## src/source/regSeqPkg.sv

```systemverilog
package regSeqPkg;

	// ~~~~~~~~~~~~~~~~~~~~~~~~~~~~~~~~~~~~~~~~~~~~~~~~~~~~~~~~~~~
	// Vector types.
	// ~~~~~~~~~~~~~~~~~~~~~~~~~~~~~~~~~~~~~~~~~~~~~~~~~~~~~~~~~~~

	// Register value or instruction word.
	typedef logic [15:0] word_t;
	// Register number for the eight-entry file.
	typedef logic [2:0] regIndex_t;
	// Opcode field of the instruction.
	typedef logic [3:0] opcode_t;

	// Machine phases in ring order.
	typedef enum logic [1:0] {
		FETCH   = 2'd0,
		DECODE  = 2'd1,
		EXECUTE = 2'd2,
		COMMIT  = 2'd3
	} phase_t;

	// Register cycle kinds.
	// The value order follows the opcode numbering.
	typedef enum logic [3:0] {
		SEQ_NONE    = 4'd0,
		SEQ_RDA_RDB = 4'd1,
		SEQ_LDA_RDB = 4'd2,
		SEQ_LDA_UPB = 4'd3,
		SEQ_RDA_UPB = 4'd4,
		SEQ_LDA_IMM = 4'd5,
		SEQ_RDA_IMM = 4'd6,
		SEQ_UPA_RDB = 4'd7,
		SEQ_UPA_IMM = 4'd8,
		SEQ_RDB     = 4'd9
	} regSeq_t;

	// ~~~~~~~~~~~~~~~~~~~~~~~~~~~~~~~~~~~~~~~~~~~~~~~~~~~~~~~~~~~
	// Instruction layout.
	//   [15:12] opcode.
	//   [11:9]  A register index.
	//   [8:6]   B register index.
	//   [5]     byte flag.
	//   [4:0]   ignored.
	// ~~~~~~~~~~~~~~~~~~~~~~~~~~~~~~~~~~~~~~~~~~~~~~~~~~~~~~~~~~~
	localparam int OPCODE_LSB = 12;
	localparam int REGA_LSB   = 9;
	localparam int REGB_LSB   = 6;
	localparam int BYTE_BIT   = 5;

	// Opcode to cycle code table.
	// Opcodes past the last cycle kind run no register cycle.
	function automatic regSeq_t decodeOpcode(input opcode_t opcode);
		regSeq_t seq;
		case (opcode)
			4'd1: seq = SEQ_RDA_RDB;
			4'd2: seq = SEQ_LDA_RDB;
			4'd3: seq = SEQ_LDA_UPB;
			4'd4: seq = SEQ_RDA_UPB;
			4'd5: seq = SEQ_LDA_IMM;
			4'd6: seq = SEQ_RDA_IMM;
			4'd7: seq = SEQ_UPA_RDB;
			4'd8: seq = SEQ_UPA_IMM;
			4'd9: seq = SEQ_RDB;
			default: seq = SEQ_NONE;
		endcase
		return seq;
	endfunction

endpackage

```

## src/source/opxDecoder.sv

```systemverilog
`timescale 1ns/1ps

module opxDecoder import regSeqPkg::*; (
	input  logic      CLK,
	input  logic      RESET,
	input  logic      instrAccept,
	input  word_t     instrWord,
	output regSeq_t   regSeq,
	output regIndex_t regAIndex,
	output regIndex_t regBIndex,
	output logic      byteOp
);

	// Held copy of the last accepted word.
	word_t instrReg;
	opcode_t opcode;

	// ~~~~~~~~~~~~~~~~~~~~~~~~~~~~~~~~~~~~~~~~~~~~~~~~~~~~~~~~~~~
	// Instruction capture.
	// ~~~~~~~~~~~~~~~~~~~~~~~~~~~~~~~~~~~~~~~~~~~~~~~~~~~~~~~~~~~

	// Loads on the accepting edge.
	// Holds through DECODE, EXECUTE, COMMIT and the strobe cycle.
	always_ff @(posedge CLK or posedge RESET) begin
		if (RESET) begin
			// Opcode zero decodes to no register cycle.
			instrReg <= '0;
		end else if (instrAccept) begin
			instrReg <= instrWord;
		end
	end

	// ~~~~~~~~~~~~~~~~~~~~~~~~~~~~~~~~~~~~~~~~~~~~~~~~~~~~~~~~~~~
	// Field split.
	// ~~~~~~~~~~~~~~~~~~~~~~~~~~~~~~~~~~~~~~~~~~~~~~~~~~~~~~~~~~~

	// Top nibble selects the cycle kind.
	assign opcode = instrReg[OPCODE_LSB +: $bits(opcode_t)];

	// Register numbers for both ports.
	assign regAIndex = instrReg[REGA_LSB +: $bits(regIndex_t)];
	assign regBIndex = instrReg[REGB_LSB +: $bits(regIndex_t)];

	// Byte flag picks byte loads and unit pointer steps.
	assign byteOp = instrReg[BYTE_BIT];

	// Table lookup.
	// Unused opcodes fall to SEQ_NONE.
	assign regSeq = decodeOpcode(opcode);

endmodule

```

## src/source/phaseSequencer.sv

```systemverilog
`timescale 1ns/1ps

module phaseSequencer import regSeqPkg::*; (
	input  logic   CLK,
	input  logic   RESET,
	input  logic   STOPPED,
	input  logic   instrValid,
	output logic   instrReady,
	output logic   instrAccept,
	output phase_t phase
);

	phase_t phaseNext;

	// ~~~~~~~~~~~~~~~~~~~~~~~~~~~~~~~~~~~~~~~~~~~~~~~~~~~~~~~~~~~
	// Instruction handshake.
	// ~~~~~~~~~~~~~~~~~~~~~~~~~~~~~~~~~~~~~~~~~~~~~~~~~~~~~~~~~~~

	// Ready only while waiting in FETCH and not held.
	assign instrReady = (phase == FETCH) && !STOPPED;
	// A word moves on the edge where both sides agree.
	assign instrAccept = instrReady && instrValid;

	// ~~~~~~~~~~~~~~~~~~~~~~~~~~~~~~~~~~~~~~~~~~~~~~~~~~~~~~~~~~~
	// Phase ring.
	// ~~~~~~~~~~~~~~~~~~~~~~~~~~~~~~~~~~~~~~~~~~~~~~~~~~~~~~~~~~~

	always_comb begin
		phaseNext = phase;
		if (!STOPPED) begin
			case (phase)
				// Wait here until the source hands over a word.
				FETCH: begin
					if (instrValid) begin
						phaseNext = DECODE;
					end
				end
				DECODE:  phaseNext = EXECUTE;
				EXECUTE: phaseNext = COMMIT;
				// Back to FETCH for the next word.
				COMMIT:  phaseNext = FETCH;
				default: phaseNext = FETCH;
			endcase
		end
	end

	always_ff @(posedge CLK or posedge RESET) begin
		if (RESET) begin
			phase <= FETCH;
		end else begin
			phase <= phaseNext;
		end
	end

	// ~~~~~~~~~~~~~~~~~~~~~~~~~~~~~~~~~~~~~~~~~~~~~~~~~~~~~~~~~~~
	// Checks.
	// ~~~~~~~~~~~~~~~~~~~~~~~~~~~~~~~~~~~~~~~~~~~~~~~~~~~~~~~~~~~

	// DECODE, EXECUTE and COMMIT each advance after one cycle when not held.
	busyPhaseSteps: assert property (@(posedge CLK) disable iff (RESET)
		(phase != FETCH) && !STOPPED |=> phase != $past(phase));

endmodule

```

## src/source/regPathTop.sv

```systemverilog
`timescale 1ns/1ps

module regPathTop import regSeqPkg::*; #(
	parameter int wordStep = 2
) (
	input  logic  CLK,
	input  logic  RESET,
	input  logic  STOPPED,
	input  logic  instrValid,
	output logic  instrReady,
	input  word_t instrWord,
	input  word_t writeData,
	output word_t regAData,
	output word_t regBData,
	output logic  regAEnable,
	output logic  regAWrite,
	output logic  regBEnable,
	output logic  regBWrite
);

	// ~~~~~~~~~~~~~~~~~~~~~~~~~~~~~~~~~~~~~~~~~~~~~~~~~~~~~~~~~~~
	// Internal nets.
	// ~~~~~~~~~~~~~~~~~~~~~~~~~~~~~~~~~~~~~~~~~~~~~~~~~~~~~~~~~~~

	phase_t    phase;
	logic      instrAccept;
	regSeq_t   regSeq;
	regIndex_t regAIndex;
	regIndex_t regBIndex;
	logic      byteOp;

	// Phase ring and instruction handshake.
	phaseSequencer phaseSeq (
		.CLK         (CLK),
		.RESET       (RESET),
		.STOPPED     (STOPPED),
		.instrValid  (instrValid),
		.instrReady  (instrReady),
		.instrAccept (instrAccept),
		.phase       (phase)
	);

	// Word capture and field decode.
	opxDecoder opxDec (
		.CLK         (CLK),
		.RESET       (RESET),
		.instrAccept (instrAccept),
		.instrWord   (instrWord),
		.regSeq      (regSeq),
		.regAIndex   (regAIndex),
		.regBIndex   (regBIndex),
		.byteOp      (byteOp)
	);

	// Port enables and write strobes.
	registerSequencer regSeqCtl (
		.CLK        (CLK),
		.RESET      (RESET),
		.phase      (phase),
		.regSeq     (regSeq),
		.regAEnable (regAEnable),
		.regAWrite  (regAWrite),
		.regBEnable (regBEnable),
		.regBWrite  (regBWrite)
	);

	// Eight-entry register file.
	registerFile #(
		.wordStep (wordStep)
	) regFile (
		.CLK        (CLK),
		.RESET      (RESET),
		.regAIndex  (regAIndex),
		.regBIndex  (regBIndex),
		.byteOp     (byteOp),
		.regAEnable (regAEnable),
		.regAWrite  (regAWrite),
		.regBEnable (regBEnable),
		.regBWrite  (regBWrite),
		.writeData  (writeData),
		.regAData   (regAData),
		.regBData   (regBData)
	);

endmodule

```

## src/source/registerFile.sv

```systemverilog
`timescale 1ns/1ps

module registerFile import regSeqPkg::*; #(
	parameter int wordStep = 2
) (
	input  logic      CLK,
	input  logic      RESET,
	input  regIndex_t regAIndex,
	input  regIndex_t regBIndex,
	input  logic      byteOp,
	input  logic      regAEnable,
	input  logic      regAWrite,
	input  logic      regBEnable,
	input  logic      regBWrite,
	input  word_t     writeData,
	output word_t     regAData,
	output word_t     regBData
);

	localparam int REG_COUNT = 8;

	// Pointer steps for word and byte operations.
	localparam word_t WORD_INC = word_t'(wordStep);
	localparam word_t BYTE_INC = word_t'(1);

	word_t regs [REG_COUNT];

	word_t aLoad;
	word_t bStep;
	logic  sameIndex;

	// ~~~~~~~~~~~~~~~~~~~~~~~~~~~~~~~~~~~~~~~~~~~~~~~~~~~~~~~~~~~
	// Read ports.
	// ~~~~~~~~~~~~~~~~~~~~~~~~~~~~~~~~~~~~~~~~~~~~~~~~~~~~~~~~~~~

	// A port that is not enabled reads as zero.
	assign regAData = regAEnable ? regs[regAIndex] : '0;
	assign regBData = regBEnable ? regs[regBIndex] : '0;

	// ~~~~~~~~~~~~~~~~~~~~~~~~~~~~~~~~~~~~~~~~~~~~~~~~~~~~~~~~~~~
	// Write values.
	// ~~~~~~~~~~~~~~~~~~~~~~~~~~~~~~~~~~~~~~~~~~~~~~~~~~~~~~~~~~~

	// Byte load keeps the low byte and zeroes the high byte.
	assign aLoad = byteOp ? {8'h00, writeData[7:0]} : writeData;

	// Pointer advance.
	assign bStep = byteOp ? BYTE_INC : WORD_INC;

	// Both ports aim at one register.
	assign sameIndex = regAIndex == regBIndex;

	always_ff @(posedge CLK or posedge RESET) begin
		if (RESET) begin
			for (int i = 0; i < REG_COUNT; i++) begin
				regs[i] <= '0;
			end
		end else begin
			// B update is dropped when A writes the same entry.
			if (regBWrite && !(regAWrite && sameIndex)) begin
				regs[regBIndex] <= regs[regBIndex] + bStep;
			end
			if (regAWrite) begin
				regs[regAIndex] <= aLoad;
			end
		end
	end

	// ~~~~~~~~~~~~~~~~~~~~~~~~~~~~~~~~~~~~~~~~~~~~~~~~~~~~~~~~~~~
	// Checks.
	// ~~~~~~~~~~~~~~~~~~~~~~~~~~~~~~~~~~~~~~~~~~~~~~~~~~~~~~~~~~~

	// Same-entry double write.
	// The B update is lost, so flag it.
	sameIndexWrite: assert property (@(posedge CLK) disable iff (RESET)
		!(regAWrite && regBWrite && sameIndex))
		else $warning("A and B write register %0d together, A kept", regAIndex);

endmodule

```

## src/source/registerSequencer.sv

```systemverilog
`timescale 1ns/1ps

module registerSequencer import regSeqPkg::*; (
	input  logic    CLK,
	input  logic    RESET,
	input  phase_t  phase,
	input  regSeq_t regSeq,
	output logic    regAEnable,
	output logic    regAWrite,
	output logic    regBEnable,
	output logic    regBWrite
);

	// Per-port flags straight from the cycle code.
	logic aEnFlag;
	logic aWrFlag;
	logic bEnFlag;
	logic bWrFlag;

	// Flags captured during DECODE.
	logic aEnHeld;
	logic aWrHeld;
	logic bEnHeld;
	logic bWrHeld;

	// Phase of the previous cycle.
	phase_t lastPhase;

	logic portWindow;
	logic commitDone;

	// ~~~~~~~~~~~~~~~~~~~~~~~~~~~~~~~~~~~~~~~~~~~~~~~~~~~~~~~~~~~
	// Cycle code to port flags.
	// ~~~~~~~~~~~~~~~~~~~~~~~~~~~~~~~~~~~~~~~~~~~~~~~~~~~~~~~~~~~

	always_comb begin
		// Idle unless the code says otherwise.
		aEnFlag = 1'b0;
		aWrFlag = 1'b0;
		bEnFlag = 1'b0;
		bWrFlag = 1'b0;
		case (regSeq)
			SEQ_RDA_RDB: begin
				aEnFlag = 1'b1;
				bEnFlag = 1'b1;
			end
			SEQ_LDA_RDB, SEQ_UPA_RDB: begin
				aEnFlag = 1'b1;
				aWrFlag = 1'b1;
				bEnFlag = 1'b1;
			end
			SEQ_LDA_UPB: begin
				aEnFlag = 1'b1;
				aWrFlag = 1'b1;
				bEnFlag = 1'b1;
				bWrFlag = 1'b1;
			end
			SEQ_RDA_UPB: begin
				aEnFlag = 1'b1;
				bEnFlag = 1'b1;
				bWrFlag = 1'b1;
			end
			// Immediate forms leave port B idle.
			SEQ_LDA_IMM, SEQ_UPA_IMM: begin
				aEnFlag = 1'b1;
				aWrFlag = 1'b1;
			end
			SEQ_RDA_IMM: aEnFlag = 1'b1;
			SEQ_RDB:     bEnFlag = 1'b1;
			default: ;
		endcase
	end

	// ~~~~~~~~~~~~~~~~~~~~~~~~~~~~~~~~~~~~~~~~~~~~~~~~~~~~~~~~~~~
	// Registered stages.
	// ~~~~~~~~~~~~~~~~~~~~~~~~~~~~~~~~~~~~~~~~~~~~~~~~~~~~~~~~~~~

	always_ff @(posedge CLK or posedge RESET) begin
		if (RESET) begin
			aEnHeld   <= 1'b0;
			aWrHeld   <= 1'b0;
			bEnHeld   <= 1'b0;
			bWrHeld   <= 1'b0;
			lastPhase <= FETCH;
		end else begin
			// Decoder outputs are settled by DECODE.
			if (phase == DECODE) begin
				aEnHeld <= aEnFlag;
				aWrHeld <= aWrFlag;
				bEnHeld <= bEnFlag;
				bWrHeld <= bWrFlag;
			end
			lastPhase <= phase;
		end
	end

	// Reads run through EXECUTE and COMMIT.
	assign portWindow = (phase == EXECUTE) || (phase == COMMIT);
	// First FETCH cycle after COMMIT carries the strobe.
	assign commitDone = (phase == FETCH) && (lastPhase == COMMIT);

	assign regAEnable = aEnHeld && portWindow;
	assign regBEnable = bEnHeld && portWindow;
	assign regAWrite  = aWrHeld && commitDone;
	assign regBWrite  = bWrHeld && commitDone;

	// ~~~~~~~~~~~~~~~~~~~~~~~~~~~~~~~~~~~~~~~~~~~~~~~~~~~~~~~~~~~
	// Checks.
	// ~~~~~~~~~~~~~~~~~~~~~~~~~~~~~~~~~~~~~~~~~~~~~~~~~~~~~~~~~~~

	// A strobe comes right after a COMMIT cycle.
	strobeAfterCommit: assert property (@(posedge CLK) disable iff (RESET)
		(regAWrite || regBWrite) |-> $past(phase) == COMMIT);

	// Strobes are single-cycle pulses.
	strobeAOnce: assert property (@(posedge CLK) disable iff (RESET)
		regAWrite |=> !regAWrite);
	strobeBOnce: assert property (@(posedge CLK) disable iff (RESET)
		regBWrite |=> !regBWrite);

endmodule

```

## config.mk

```make
export PLATFORM = sky130hd
export DESIGN_NAME = regPathTop
export DESIGN_NICKNAME = d
export VERILOG_FILES = /design/src/source/regSeqPkg.sv /design/src/source/opxDecoder.sv /design/src/source/phaseSequencer.sv /design/src/source/regPathTop.sv /design/src/source/registerFile.sv /design/src/source/registerSequencer.sv
export SDC_FILE = /design/constraint.sdc
export NUM_CORES = 1
export LEC_CHECK = 0
export BUFFER_PORTS_ARGS = -buffer_cell sky130_fd_sc_hd__buf_2
export CORE_MARGIN = 2
export CORE_UTILIZATION = 40
export CTS_CLUSTER_DIAMETER = 150
export CTS_CLUSTER_SIZE = 28
export DETAILED_ROUTE_END_ITERATION = 16
export SLEW_MARGIN = 20
export SYNTH_ARGS = -nofsm -noshare
export SYNTH_HDL_FRONTEND = slang
export SYNTH_HIERARCHICAL = 1
export SYNTH_SLANG_ARGS = --single-unit
```

## constraint.sdc

```tcl
create_clock -name CLK -period 11.5 [get_ports CLK]
set_input_delay 0.575 -clock CLK [delete_from_list [all_inputs] [get_ports CLK]]
set_output_delay 0.575 -clock CLK [all_outputs]
set_load 0.02 [all_outputs]
```

Yosys cells after proc, flatten, opt, wreduce, memory -nomap -nowiden

Memory sizes are Yosys's and may differ from the RTL's.
Index checks and enable logic that the tools add are counted.

Register bits: 152
Memory bits (read-only): 64
Input port bits: 36
Output and inout port bits: 37
Logic and storage cells: 83
Memories kept: 1

Memory list:

| memory          | words | bits a word | rd ports | clocked after Yosys merged registers in | write ports | line            | text |
|---|---|---|---|---|---|---|---|
| (no name shown) | 16    | 4           | 1        | 0                                       | 0           | regSeqPkg.sv:54 | `case (opcode)` |

$add $sub $neg: 1
Order comparisons: 4
Equality and inequality tests: 15
Mux-type cells: 24
Bitwise operators: 3
Reductions and logical operators: 20

Operators by type and width:

| cell               | number |
|---|---|
| $bwmux 128         | 2 |
| $mux 128           | 2 |
| $mux 16            | 9 |
| $bmux 16 s3        | 2 |
| $demux 16 s3       | 2 |
| $add 16x16->16     | 1 |
| $eq 4x3->1 const B | 4 |
| $logic_and 1x1->1  | 11 |
| $eq 4x2->1 const B | 2 |
| $eq 4x4->1 const B | 2 |
| $ge 4x4->1 const B | 2 |
| $lt 4x1->1 const B | 2 |
| $not 3->4          | 2 |
| $pmux 2 s4         | 1 |
| $reduce_or 8->1    | 1 |
| $eq 2x2->1 const B | 3 |
| $reduce_or 6->1    | 1 |
| $reduce_or 5->1    | 1 |
| $eq 4x1->1 const B | 1 |
| $mux 1             | 4 |
| $mux 2             | 2 |
| $eq 3x3->1         | 1 |
| $eq 2x1->1 const B | 1 |
| $logic_not 1->1    | 2 |
| 6 further kinds    | 6 |

Logic depth before layout (Yosys ltp)

Word-level depth: 9
Depth in mapped cells: 15
Mapped depth without buffers: 10

Modules after synthesis

Netlist, hierarchy kept.

Modules (own cells, without submodules):

| module            | instances | cells each | area each (um2) |
|---|---|---|---|
| registerFile      | 1         | 886        | 8020.2 |
| opxDecoder        | 1         | 35         | 528.0 |
| registerSequencer | 1         | 33         | 321.6 |
| phaseSequencer    | 1         | 15         | 148.9 |

Least setup slack after synthesis

No wires, ideal clock.

Kind: reg2reg
Start: reg opxDec.instrReg[6]
End: reg regFile/regs[124] in the netlist's numbering
Setup time: 0.126 ns
Arrival: 3.423 ns
Data required time: 11.374 ns
Path slack: 7.951 ns
Cell stages (with the launch flop): 16
Period minus slack after synthesis: 3.549 ns
Path through: dfrtp_1 > buf_4 > buf_6 > buf_4 > buf_6 > buf_2 > mux4_2 > mux2_2 > ha_1 > fa_1 > inv_1 > a211oi_1 > inv_1 > nor2_1 > xor2_2 > a221o_1

Longest elaborated chain between the ends: 9
Elaborated cells between the ends (all ways): 18
Classes of those cells: add/sub: 1; order compare: 2; eq/ne: 1; mux: 9; bitwise: 1; reduce/logical: 4

RTL lines:

| item                                                               | line               | text |
|---|---|---|
| start, declared                                                    | opxDecoder.sv:15   | `word_t instrReg;` |
| start signal, assigned                                             | opxDecoder.sv:29   | `instrReg <= instrWord;` |
| $not 3->4 (implied by the code)                                    | registerFile.sv:61 | `regs[regBIndex] <= regs[regBIndex] + bStep;` |
| $bmux 16 s3, or another cell as far along                          | registerFile.sv:61 |  |
| $mux 16 (implied by the code) or $logic_and 1x1->1 (tied branches) | registerFile.sv:61 |  |
| $mux 16 (implied by the code)                                      | registerFile.sv:61 |  |
| $add 16x16->16 or $demux 16 s3 (tied branches)                     | registerFile.sv:61 |  |
| $bwmux 128                                                         | registerFile.sv:61 |  |
| $mux 128 (*)                                                       | registerFile.sv:60 | `if (regBWrite && !(regAWrite && sameIndex)) begin` |
| $bwmux 128                                                         | registerFile.sv:64 | `regs[regAIndex] <= aLoad;` |
| $mux 128 (*)                                                       | registerFile.sv:63 | `if (regAWrite) begin` |
| end signal, assigned by index                                      | registerFile.sv:61 |  |
| end signal, assigned by index                                      | registerFile.sv:64 |  |
| end, declared                                                      | registerFile.sv:26 | `word_t regs [REG_COUNT];` |

Every way passes the cells marked *; elsewhere a longest branch is shown, timed or not. The select of a mux whose other input is x is not followed.
A chain may end at the register's enable or synchronous reset.

Worst setup path after layout

Start: reg opxDec.instrReg[6]
End: reg regFile/regs[87] in the netlist's numbering

Same word-level chain as after synthesis.

==> flow_summary_export.csv <==
group,metric,value,unit
power,switching_power,1.44,mW
place,place.gp.congestion,0.927,
drt,drc,0,
cts,cts_inserted_buffers,17,
cts,cts_hold_buffers,0,
yosys,synthMuxAreaShare,10.5,%
layout,fin_cells,1286,
cts,cts-htree-levels,4,
yosys,synth_area_leaders,"dfrtp_1 41%, nand2_1 5.5%, mux4_2 5.0%, nor2_1 3.7%, a21oi_1 3.1%",
floorplanning,fp.dieH,154,microns
yosys,syn_inst,969,
floorplanning,die-area,23800,sq um
critical_path,crit_buf_inv,1,
yosys,synth.avg_cell_area,9.31,sq um
timing,fin_skew,11.3,ps
global_routing,grt_pass1_vias,8268,
floorplanning,dieWidth,154,microns
timing,setup_violations,0,
power,leakagePower,4.19,nW
yosys,synth_fp_nets,1011,
layout,area_delta_synth_final,11.4,%
critical_path,cp_cell_sequence,"buf_4, mux4_1, mux2i_2, a211o_1, nor3b_1, xor2_1, o221ai_1",
timing,drv_slew,0,
global_routing,grt_remaining_overflow,0,
yosys,synth_top_family_by_area,"compound AO/OA/AOI/OAI gates",
yosys,ys_seq_area_share,40.8,%
yosys,synthFlopType,"dfrtp_1",
place,port-buffer-count,67,
yosys,synth_compound_area_share,23.6,%
critical_path,critical_path.max_fanout,36,
yosys,yosysTopAreaCellShare,40.8,%
power,internal_power,1.60,mW
floorplanning,io_pins,73,
timing,tightest_slew,1150,ps
yosys,synth_area,9020,sq um
floorplanning,core_region_area,22000,sq um
timing,min_period,3840,ps
layout,finalNetCount,1035,
cts,cts_sinks,147,
power,clkPwrFrac,17.6,%
floorplanning,rows,54,
drt,drt-pass1-iter-count,6,
critical_path,critPathSlowestCell,"mux4_1",
timing,timing.fmax,0.261,GHz
place,dp_cells,1254,
floorplanning,start_util,41.1,%
critical_path,crit_arrival,4090,ps
drt,wl_per_cell,26.7,microns
cts,cts-root-buf,"clkbuf_16",
cts,clk_latency,430,ps
flow_run,max-cap-violations,0,
yosys,synth_async_sr_flop_share,100,%
cts,cts_setup_buffers,0,
global_routing,grt_max_degree,71,
global_routing,grt_usage,29.2,%
drt,totalWireLength,34300,microns
timing,finalHoldViolCount,0,
power,peakVddDrop,127,uV
yosys,synth_edf_count,0,
cts,path_clk_slew,60,ps
layout,layout-drive-gt1-share,19.7,%
timing,relSlewSlack,22.9,%
global_routing,antenna_found_initial,0,
critical_path,endpoint_kind,"flop",
yosys,synth-xor-area-share,2.05,%
power,swShare,47.4,%
drt,ant_nets,0,
cts,clock_path_buffers,2,
yosys,ys_warn_count,6,
yosys,ys_types,64,
cts,cts_tree,"done",
status,status,"complete, no violations",
yosys,synthSimpleGateAreaFrac,17.0,%
cts,cts_resized,0,
critical_path,critPathTopFamily,"multiplexers",
place,post-dp-hpwl,21700,microns
yosys,yosysTopAreaCell,"dfrtp_1",
drt,drtIter0Drc,997,
power,power_frac_seq,30.1,%
layout,n_antenna_cell,0,
timing,period_share,33.3,%
min_path,hold_path_class,"in -> async",
critical_path,required,11760,ps
power,comb_power_share,52.3,%
yosys,ys_ff_latch,147,
timing,rsz0062_at_grt,"false",
drt,viasPerCell,6.71,
critical_path,cp-start-kind,"flop",
yosys,yosys.area_share.adder,0.916,%
timing,finalSetupTns,0,ps
global_routing,grt_first_pass_wirelength,51600,microns
critical_path,critical_path_class,"reg -> reg",
drt,vias,8634,
power,powerDensity,302,nW/um^2
critical_path,slowest_delay,730,ps
-- final timing paths --
path,cells past startpoint,startpoint,end,slack [ps]
hold reg to reg,0,phaseSeq/phase[0],regSeqCtl/lastPhase[0],440
setup / recovery,7,opxDec/instrReg[6],regFile/regs[87],7660
setup reg to reg,7,opxDec/instrReg[6],regFile/regs[87],7660
min in group CLK,2,instrWord[14],opxDec/instrReg[14],370
max in group asynchronous,3,RESET,regFile/regs[25],9750
hold / removal,2,RESET,phaseSeq/phase[1],30
-- power by group through the flow --
stage	registers (mW)	clock network, mW	logic (mW)
detailed placement	0.913	0	1.55
global route	0.939	0.567	1.70
global placement	0.912	0	1.53
CTS	0.907	0.540	1.56
floorplan	0.819	0	1.18
finish	0.915	0.536	1.59
-- cell usage after synthesis, types with 5 or more instances --
master,number
dfrtp_1,147
nand2_1,133
nor2_1,89
a21oi_1,56
o21ai_0,43
a31oi_1,42
clkbuf_1,40
a22oi_1,36
nand3_1,35
a221oi_1,28
o221ai_1,24
buf_1,21
and2_1,20
mux4_2,20
o22ai_1,19
a22o_1,16
mux2i_1,16
a221o_1,15
inv_1,15
and3_1,14
nor3_1,14
mux2_2,10
mux2_4,10
o221a_2,10
buf_2,8
buf_4,8
nor2b_1,8
xnor2_1,6
ha_1,5
nor3b_1,5
-- logic make-up (layout without fill, tap and decap cells) --
kind of cell	count (synthesis)	after routing
XOR/XNOR	16	16
AO/OA/AOI/OAI	303	303
AND/OR/NAND/NOR	337	337
multiplexers	60	60
buffers and inverters	100	137
adder cells (fa/ha/maj)	6	6
flip-flops	147	147
-- registers in the layout (all words and copies together), names as in the netlist --
| signal | count |
|---|---|
| regSeqCtl/aWrHeld | 1 |
| regFile/regs | 128 |
| regSeqCtl/aEnHeld | 1 |
| phaseSeq/phase | 2 |
| regSeqCtl/bEnHeld | 1 |
| regSeqCtl/bWrHeld | 1 |
| opxDec/instrReg | 11 |
| regSeqCtl/lastPhase | 2 |
-- area by class of cell --
| type | count | area, sq um |
|---|---|---|
| Multi-Input combinational cell | 722 | 4910 |
| Sequential cell | 147 | 3680 |
| Clock buffer | 20 | 447 |
| Inverter | 17 | 66.3 |
| Tap cell | 280 | 350 |
| Fill cell | 2089 | 11900 |
| Timing Repair Buffer | 88 | 493 |
| Clock inverter | 12 | 106 |
-- routing by layer --
metal  track usage (%)  wire length (microns)  share of wire (%)  vias to the layer above
li1                  -                      -                  -                     3671
met1              39.3                  13800                 40                     4254
met2              45.2                  15300                 45                      595
met3              6.06                   3550                 10                      114
met4              13.8                   1600                4.7                        0
met5                 0                      0                  0                        -
-- cells in the final DEF (no fill, tap or decap), types with 4 or more instances in the layout --
cell type / instances
a21oi_1: 56
nor3b_2: 5
nor3_2: 5
a22oi_1: 36
mux4_2: 20
clkbuf_16: 17
nor2b_1: 8
buf_4: 21
dfrtp_1: 145
mux2i_1: 16
and3_1: 14
o22ai_1: 19
xor2_1: 4
clkinv_2: 4
mux2_2: 10
a221oi_1: 28
inv_1: 14
a221o_1: 15
nor3_1: 13
o221a_2: 10
o21ai_0: 43
o221ai_1: 24
ha_1: 5
nand2b_1: 4
nor2_1: 89
clkinvlp_4: 4
mux2_4: 10
xnor2_2: 4
and2_1: 20
nand2_1: 133
a22o_1: 16
xnor2_1: 6
a31oi_1: 42
buf_2: 67
nand3_1: 34
-- stage by stage --
stage	utilization [%]	instance area [sq um]	worst slack, ps	power, mW	hold slack, ps
4_1_cts	45.7	10000	7660	3.00	25.4
3_3_place_gp	43.2	9490	7660	2.45	428
5_1_grt	45.8	10100	7400	3.20	15.1
3_5_place_dp	43.2	9490	7680	2.46	429
2_1_floorplan	-	9020	7510	2.00	316
6_report	45.8	10100	7660	3.04	32.5
(Power assumes the default switching activity.)
